==> src/ifm_settings.svh <==
`ifndef IFM_SETTINGS_SVH
`define IFM_SETTINGS_SVH

// Width of one feature map word
`define IFM_DATA_WIDTH 32

// Side of a square feature map and the words it holds
`define IFM_MAP_SIZE 7
`define IFM_MAP_WORDS (`IFM_MAP_SIZE * `IFM_MAP_SIZE)

// Sixteen maps spread over six groups of three lanes
`define IFM_BUFFER_COUNT 16
`define IFM_LANES 3
`define IFM_GROUP_COUNT 6

`endif

==> src/ifm_pkg.sv <==
`include "ifm_settings.svh"

package ifm_pkg;

	// One word of a feature map
	typedef logic [`IFM_DATA_WIDTH-1:0] word_t;

	// Word address inside a single map where 49 words need 6 bits
	typedef logic [$clog2(`IFM_MAP_WORDS)-1:0] map_addr_t;

	// Group select where values past the last group enable nothing
	typedef logic [$clog2(`IFM_GROUP_COUNT)-1:0] group_sel_t;

endpackage

==> src/ifm_output_select.sv <==
`timescale 1ns/1ps
`include "ifm_settings.svh"

module ifm_output_select
	import ifm_pkg::*;
(
	input logic clk,
	input logic rst,
	input group_sel_t ifm_sel,
	input logic prev_rd_en,
	input logic next_rd_a_en,
	input logic next_rd_b_en,
	input word_t grp_a_rdata [`IFM_GROUP_COUNT][`IFM_LANES],
	input word_t grp_b_rdata [`IFM_GROUP_COUNT][`IFM_LANES],
	output word_t prev_rd_data [`IFM_LANES],
	output word_t next_rd_a_data [`IFM_LANES],
	output word_t next_rd_b_data [`IFM_LANES]
);

	localparam group_sel_t GROUPS = group_sel_t'(`IFM_GROUP_COUNT);
	localparam group_sel_t NO_GROUP = '1;

	group_sel_t prev_sel_q;
	group_sel_t next_a_sel_q;
	group_sel_t next_b_sel_q;

	// The next layer reads the group one behind the select and wraps at zero
	function automatic group_sel_t prior_group(input group_sel_t sel);
		if (sel == '0)
			return GROUPS - 1'b1;
		return sel - 1'b1;
	endfunction

	// Each path remembers the select of its own last read
	always_ff @(posedge clk)
	begin
		if (rst)
		begin
			prev_sel_q <= NO_GROUP;
			next_a_sel_q <= NO_GROUP;
			next_b_sel_q <= NO_GROUP;
		end
		else
		begin
			if (prev_rd_en)
				prev_sel_q <= ifm_sel;
			if (next_rd_a_en)
				next_a_sel_q <= ifm_sel;
			if (next_rd_b_en)
				next_b_sel_q <= ifm_sel;
		end
	end

	always_comb
	begin
		for (int k = 0; k < `IFM_LANES; k++)
		begin
			prev_rd_data[k] = '0;
			next_rd_a_data[k] = '0;
			next_rd_b_data[k] = '0;
			if (prev_sel_q < GROUPS)
				prev_rd_data[k] = grp_b_rdata[prev_sel_q][k]; // Read back on port B
			if (next_a_sel_q < GROUPS)
				next_rd_a_data[k] = grp_a_rdata[prior_group(next_a_sel_q)][k];
			if (next_b_sel_q < GROUPS)
				next_rd_b_data[k] = grp_b_rdata[prior_group(next_b_sel_q)][k];
		end
	end

endmodule

==> config.mk <==
export PLATFORM = sky130hd
export DESIGN_NAME = ifm_output_select
export DESIGN_NICKNAME = d
export VERILOG_FILES = /design/src/ifm_pkg.sv /design/src/ifm_output_select.sv
export VERILOG_INCLUDE_DIRS = /design/src
export SDC_FILE = /design/constraint.sdc
export NUM_CORES = 1
export LEC_CHECK = 0
export BUFFER_PORTS_ARGS = -buffer_cell sky130_fd_sc_hd__buf_2
export CORE_AREA = 2 2 571 573
export CTS_CLUSTER_DIAMETER = 120
export DETAILED_ROUTE_END_ITERATION = 12
export DIE_AREA = 0 0 573 575
export GPL_TIMING_DRIVEN = 1
export HOLD_SLACK_MARGIN = 0.03
export SYNTH_ARGS = -nofsm -noshare
export SYNTH_HDL_FRONTEND = slang
export SYNTH_SLANG_ARGS = --single-unit
export TNS_END_PERCENT = 30
==> constraint.sdc <==
create_clock -name clk -period 2.7 [get_ports clk]
set_input_delay 0.135 -clock clk [delete_from_list [all_inputs] [get_ports clk]]
set_output_delay 0.135 -clock clk [all_outputs]
set_load 0.02 [all_outputs]
==> results of run 1 <==
## routing by layer
metal	GRT usage, %	part of all wire [%]
met4	12.4	7.9
met2	32.2	44
met1	20.4	33
met5	0.0143	0.52
met3	11.5	15
## cells by family after synthesis
| logic type | Yosys count |
|---|---|
| AO/OA/AOI/OAI | 964 |
| adder cells (fa/ha/maj) | 2 |
| buffers and inverters | 445 |
| flip-flops | 9 |
| multiplexers | 427 |
| AND/OR/NAND/NOR | 283 |
## cells in the final DEF, fill, tap and decap left out, drive strengths merged
master / netlist / final
o22ai: 97 / 97
or3: 1 / 1
and2: 3 / 3
o22a: 36 / 36
a22o: 35 / 35
o2bb2ai: 85 / 85
nor2: 7 / 7
nand3: 21 / 21
diode: 0 / 456
a221oi: 308 / 308
nand2b: 1 / 1
o211ai: 4 / 4
or3b: 1 / 1
o32ai: 1 / 1
ha: 2 / 2
inv: 135 / 136
nor3: 37 / 37
mux2i: 259 / 259
dfxtp: 9 / 9
buf: 125 / 1713
clkinv: 3 / 3
a22oi: 16 / 16
o221a: 16 / 16
mux4: 97 / 97
nand2: 166 / 166
o21a: 1 / 1
o21ai: 94 / 94
a21o: 20 / 20
clkbuf: 182 / 18
nand3b: 37 / 37
bufbuf: 0 / 3
nor2b: 9 / 9
a211oi: 120 / 120
o311ai: 1 / 1
mux2: 71 / 71
a21oi: 130 / 130
## worst max path at each step
stage,start,endpoint,slack (ns),cells after the start
after floorplan,next_b_sel_q[1],next_rd_b_data[12],-0.17,11
after global placement,next_b_sel_q[0],next_rd_b_data[1],-0.23,6
after detailed placement,next_a_sel_q[1],next_rd_a_data[60],-0.17,9
after CTS,next_a_sel_q[1],next_rd_a_data[44],-0.12,9
after global routing,next_a_sel_q[1],next_rd_a_data[50],-0.07,9
final,next_b_sel_q[0],next_rd_b_data[81],-0.09,7
## cells in the mapped netlist, drive strengths merged
library cell	n
a221oi	308
mux2i	259
clkbuf	182
nand2	166
inv	135
a21oi	130
buf	125
a211oi	120
mux4	97
o22ai	97
o21ai	94
o2bb2ai	85
mux2	71
nand3b	37
nor3	37
o22a	36
a22o	35
nand3	21
a21o	20
a22oi	16
o221a	16
dfxtp	9
nor2b	9
nor2	7
o211ai	4
and2	3
clkinv	3
ha	2
nand2b	1
o21a	1
o311ai	1
o32ai	1
or3	1
or3b	1
## final cells by class
type	instances	area share (%)
clock inverters	1	0.0144
flip-flops and latches	9	0.597
repair buffers	1731	34.5
diodes	456	3.28
clock buffers	3	0.216
multi-input cells	1676	44.3
inverters	138	1.50
well taps	4325	15.6
## stage by stage
stage                     worst slack (ns)  hold slack, ns  utilization (%)  power, mW  area, µm²
after CTS                           -0.120           0.172             10.1       7.81      32700
after global routing               -0.0749           0.174             10.7       8.35      34500
after detailed placement            -0.174           0.453             9.76       7.22      31500
final                              -0.0885           0.170             10.8       8.00      34800
after global placement              -0.230           0.449             9.76       7.22      31500
after floorplan                     -0.170           0.251                -       3.12      16800
## worst max-delay path: stages (launching register included)
cell and delay [ns]:
dfxtp_4 0.35, buf_4 0.21, or3b_4 0.53, nand2_4 0.13, buf_16 0.23, a221oi_1 0.17
a211oi_2 0.42, buf_4 0.23
## registers in the layout, indices dropped and copies added, names as in the netlist
name and cells:
next_a_sel_q 3, next_b_sel_q 3, prev_sel_q 3
## power by group through the flow
stage	Sequential (mW)	Combinational, mW	Clock, mW
CTS	0.153	7.34	0.319
global placement	0.154	7.07	0
detailed placement	0.154	7.06	0
global route	0.155	7.88	0.317
finish	0.153	7.55	0.298
floorplan	0.149	2.98	0
## repair_timing
action	in CTS	in global routing
setup endpoints to repair	93	141
gates cloned	8	14
hold buffers	0	0
pin swaps	23	28
resized for setup	122	84
setup buffers	25	33
==> flow_metrics.py, run 1 <==
metrics = {
    "cts": {
        "cts_tree": "built",
        "clk_path_buf_depth": 2,
        "path_clk_slew_ns": 0.05,
        "cts_buffers": 3,
        "clk_latency_ns": 0.26,
        "cts_root_buffer": "clkbuf_16",
        "clock_sink_count": 9,
        "htree_levels": 1,
    },
    "logic_synthesis": {
        "synth-seq-cells": 9,
        "synthSimpleGateAreaFrac_pct": 8.16,
        "netlist_area_mm2": 0.0163,
        "synth_xor_area_share_pct": 0,
        "synthCells": 2130,
        "synthTopCellsByArea": "a221oi_1 (17%), mux2i_1 (16%), mux4_2 (13%)",
        "synth_compound_area_share_pct": 44.3,
        "synth_cell_type_count": 45,
        "synth_top_family_by_area": "compound AO/OA/AOI/OAI gates",
        "synth_top_cell_by_area": "a221oi_1",
        "synth_top_area_share_pct": 16.6,
        "yosysWarnings": 0,
        "synth_seq_area_share_pct": 1.11,
        "syn_area_per_cell_um2": 7.65,
        "synthMuxAreaShare_pct": 34.2,
        "synth_nets": 3292,
        "yosys.area_share.adder_pct": 0.154,
    },
    "power": {
        "p_int_mw": 3.26,
        "clockPowerShare_pct": 3.7,
        "p_leak_nw": 14.0,
        "pwr-share-comb_pct": 94.4,
        "power_frac_seq_pct": 1.9,
        "power_switching_mw": 4.75,
        "ir_worst_vdd_v": 0.000143,
        "p_per_area_mw_per_mm2": 230,
        "swShare_pct": 59.3,
    },
    "drt": {
        "drt_iter0_drc": 3430,
        "ant_nets": 0,
        "drt_wl_total_um": 355000,
        "first_pass_iters": 8,
        "via_count": 31400,
        "drc": 0,
        "routedWlPerCell_um": 42.5,
        "vias_per_cell": 3.77,
    },
    "min_path": {
        "whs_path_depth": 3,
        "hold_end": "prev_sel_q[1]",
        "hp-start": "prev_rd_en",
        "hold_path.class": "input port to flop",
    },
    "grt": {
        "track_usage_pct": 20.2,
        "grt_pass1_vias": 28100,
        "antenna_found_initial": 595,
        "grt_max_degree": 71,
        "grt_pass1_wl_um": 412000,
        "grt.overflow.total": 0,
    },
    "timing": {
        "rsz0062_at_grt": "true",
        "relSlewSlack_pct": 44.1,
        "timing.fmax_ghz": 0.359,
        "finalSetupTns_ns": -0.461,
        "post-route-period-util_pct": 103,
        "clock_skew_ns": 0,
        "setup_ws_ns": -0.0885,
        "finalHoldViolCount": 0,
        "worst_slew_pin_slew_ns": 0.838,
        "maxSlewViolCount": 0,
        "fin_crit_ns": 2.79,
        "setup_viol": 17,
    },
    "cells_and_area": {
        "n_fill_cell": 38000,
        "seq_area_um2": 208,
        "layout.nets": 4721,
        "area_delta_synth_final_pct": 114,
        "multiInputGateArea_mm2": 0.0154,
        "drive_gt1_share_pct": 59.1,
        "instances_no_fill": 8339,
    },
    "critical_path": {
        "cp_max_fo": 36,
        "r2r_cells": 4,
        "critPathLaunchType": "flop",
        "r2r_start": "next_a_sel_q[0]",
        "path_class": "flop to output pin",
        "cp.required_ns": 2.57,
        "cp-end-kind": "output pin",
        "r2r_slack_ns": 1.29,
        "rr_endpoint": "next_a_sel_q[0]",
        "arrival_ns": 2.65,
    },
    "placement": {
        "place.gp.congestion": 1.08,
        "dp_cells": 7802,
        "dp_hpwl_um": 312000,
        "io_buffers": 1447,
    },
    "flow_run": {
        "cap_violations": 0,
    },
    "status": {
        "violations": "setup timing",
        "status": "finished, violations left",
    },
    "die": {
        "io_pins": 1448,
        "die_x_um": 573,
        "fp.dieH_um": 575,
        "fp-row-count": 209,
        "initial_core_util_pct": 5.04,
        "die-area_mm2": 0.329,
        "core_area_mm2": 0.323,
    },
}
Power figures use the tool's default switching activity.
==> run 2, diff against run 1 <==
--- a/config.mk
+++ b/config.mk
@@ -6,11 +6,12 @@
 export SDC_FILE = /design/constraint.sdc
 export NUM_CORES = 1
 export LEC_CHECK = 0
+export ABC_AREA = 1
 export BUFFER_PORTS_ARGS = -buffer_cell sky130_fd_sc_hd__buf_2
-export CORE_AREA = 2 2 571 573
+export CORE_AREA = 5 5 559 561
 export CTS_CLUSTER_DIAMETER = 120
 export DETAILED_ROUTE_END_ITERATION = 12
-export DIE_AREA = 0 0 573 575
+export DIE_AREA = 0 0 564 566
 export GPL_TIMING_DRIVEN = 1
 export HOLD_SLACK_MARGIN = 0.03
 export SYNTH_ARGS = -nofsm -noshare
==> flow_metrics.py, run 2 <==
metrics = {
    "die": {
        "die-area_mm2": 0.319,
        "core_area_mm2": 0.307,
        "io_pins": 1448,
        "fp-row-count": 204,
        "fp.dieH_um": 566,
        "initial_core_util_pct": 6.00,
        "die_x_um": 564,
    },
    "placement": {
        "dp_hpwl_um": 254000,
        "io_buffers": 1447,
        "place.gp.congestion": 1.06,
        "dp_cells": 9567,
        "dp_slack_ns": -0.132,
    },
    "timing": {
        "worst_slew_pin_slew_ns": 0.891,
        "hold_ws_ns": 0.136,
        "post-route-period-util_pct": 99.8,
        "fin_crit_ns": 2.69,
        "setup_viol": 0,
        "maxSlewViolCount": 0,
        "finalHoldViolCount": 0,
        "timing.fmax_ghz": 0.371,
        "clock_skew_ns": 0,
        "rsz0062_at_grt": "true",
        "setup_ws_ns": 0.00509,
        "relSlewSlack_pct": 40.0,
    },
    "grt": {
        "track_usage_pct": 16.7,
        "busiest_layer": "met2",
        "antenna_found_initial": 324,
        "grt_pass1_wl_um": 351000,
        "grtUsageMet1_pct": 17.9,
        "met3_usage_pct": 8.47,
        "grt.met2_usage_pct": 26.9,
        "grt_max_degree": 102,
        "grt.overflow.total": 0,
        "grt_pass1_vias": 31700,
    },
    "logic_synthesis": {
        "synth_cell_type_count": 26,
        "synth_nets": 5363,
        "synthCells": 4201,
        "netlist_area_mm2": 0.0185,
        "synth-seq-cells": 9,
        "synth_top_area_share_pct": 33.6,
        "syn_area_per_cell_um2": 4.39,
        "synth_top_cell_by_area": "nand2_1",
        "post_synth_most_frequent_cells": "nand2_1 (1654), o21ai_1 (472), a21oi_1 (447)",
        "synthTopCellsByArea": "nand2_1 (34%), o21ai_1 (13%), a21oi_1 (12%)",
        "yosysWarnings": 0,
        "synth_edf_count": 0,
        "synth-async-reset-ratio_pct": 0,
        "synth_top_flop_cell": "dfxtp_1",
        "yosysMostFrequentCell": "nand2_1",
        "synth_seq_area_share_pct": 0.976,
    },
    "cells_and_area": {
        "seq_area_um2": 198,
        "drive_gt1_share_pct": 31.8,
        "multiInputGateArea_mm2": 0.0154,
        "instances_no_fill": 9776,
        "mostFrequentLayoutCells": "nand2_1 (1649), buf_2 (1335), o21ai_1 (474)",
        "utilization_pct": 11.0,
        "layout_commonest_cell": "nand2_1",
        "n_fill_cell": 36900,
        "layout.nets": 6630,
        "area_delta_synth_final_pct": 84.0,
        "top_regs": "next_a_sel_q: 3 flops, next_b_sel_q: 3 flops, prev_sel_q: 3 flops",
    },
    "critical_path": {
        "crit_top_cell": "nand2_1",
        "cpLargestDelayFamily": "simple AND/OR/NAND/NOR gates",
        "path_cells": "inv_1, ha_4, inv_8, buf_16, nand3_2, nand2_1, nand2_1, nand2_1, nand2_1, a21oi_1, buf_2",
        "r2r_slack_ns": 1.67,
        "crit_buf_inv": 4,
        "path_class": "flop to output pin",
        "critPathLaunchType": "flop",
        "cp.required_ns": 2.57,
        "max_stage_delay_ns": 0.40,
        "cp-end-kind": "output pin",
        "arrival_ns": 2.56,
        "slowest_stage": "dfxtp_1",
        "cp_max_fo": 80,
    },
    "cts": {
        "holdBufCountCts": 0,
        "clk_path_buf_depth": 2,
        "clock_sink_count": 9,
        "cts_root_buffer": "clkbuf_16",
        "cts_buffers": 3,
        "path_clk_slew_ns": 0.05,
        "htree_levels": 1,
        "clk_latency_ns": 0.26,
        "cts_tree": "built",
    },
    "min_path": {
        "hold_path.class": "input port to flop",
    },
    "drt": {
        "via_count": 36000,
        "drt_wl_total_um": 287000,
        "drc": 0,
        "drt_iter0_drc": 3427,
        "ant_nets": 0,
        "first_pass_iters": 6,
        "vias_per_cell": 3.69,
        "routedWlPerCell_um": 29.4,
    },
    "power": {
        "ir_worst_vdd_v": 0.000144,
        "p_per_area_mw_per_mm2": 271,
        "power_mw": 9.19,
        "p_leak_nw": 16.7,
    },
    "status": {
        "status": "finished, final reports clean",
    },
    "flow_run": {
        "cap_violations": 0,
    },
}
-- run 2: metrics by stage --
stage	instance area (µm²)	TNS, ns
2_1_floorplan	18500	0
3_3_place_gp	32700	-0.274
3_5_place_dp	32700	-0.230
4_1_cts	33000	-0.133
5_1_grt	33800	-0.357
6_report	33900	0
-- run 2: path summary, 6_finish.rpt --
kind,startpoint,end,depth (start not counted)
setup / recovery,next_a_sel_q[2],next_rd_a_data[10],11
hold / removal,next_rd_a_en,next_a_sel_q[2],2
setup reg to reg,prev_sel_q[0],prev_sel_q[0],3
hold reg to reg,next_a_sel_q[1],next_a_sel_q[1],2
-- run 2: power breakdown --
group          internal (mW)  switching (mW)  total (mW)
Clock                  0.199           0.111       0.310
Combinational           3.03            5.69        8.71
Sequential             0.142          0.0266       0.169
-- run 2: repair_timing --
| action | CTS | global route |
|---|---|---|
| setup buffers | 0 | 6 |
| hold endpoints to repair | 0 | 0 |
| resized for setup | 35 | 64 |
| pin swaps | 0 | 4 |
| gates cloned | 2 | 8 |
| endpoints found under the setup margin | 38 | 101 |
-- run 2: area by class of cell --
| cell class | instances | area share, % |
|---|---|---|
| clock buffer | 3 | 0.221 |
| inverter | 366 | 4.18 |
| clock inverter | 1 | 0.0147 |
| tap | 4120 | 15.2 |
| antenna | 189 | 1.39 |
| multi-input combinational | 3433 | 45.3 |
| sequential | 9 | 0.582 |
| timing repair buffer | 1655 | 33.1 |
-- run 2: worst register-to-register path: stages (launching register included) --
cell	delay, ns
dfxtp_4	0.37
inv_8	0.23
buf_4	0.24
o21ai_0	0.08
-- run 2: kinds of logic after synthesis --
logic type / synth area share [%]
simple gates: 45.5
compound gates: 35.8
flops: 0.976
buf+inv: 17.5
fa+ha+maj: 0.136
-- run 2: per-layer routing --
layer / routed length (µm) / vias to the layer above
li1: - / 16400
met1: 102000 / 16200
met2: 128000 / 2545
met3: 38100 / 763
met4: 18600 / 172
met5: 1150 / -
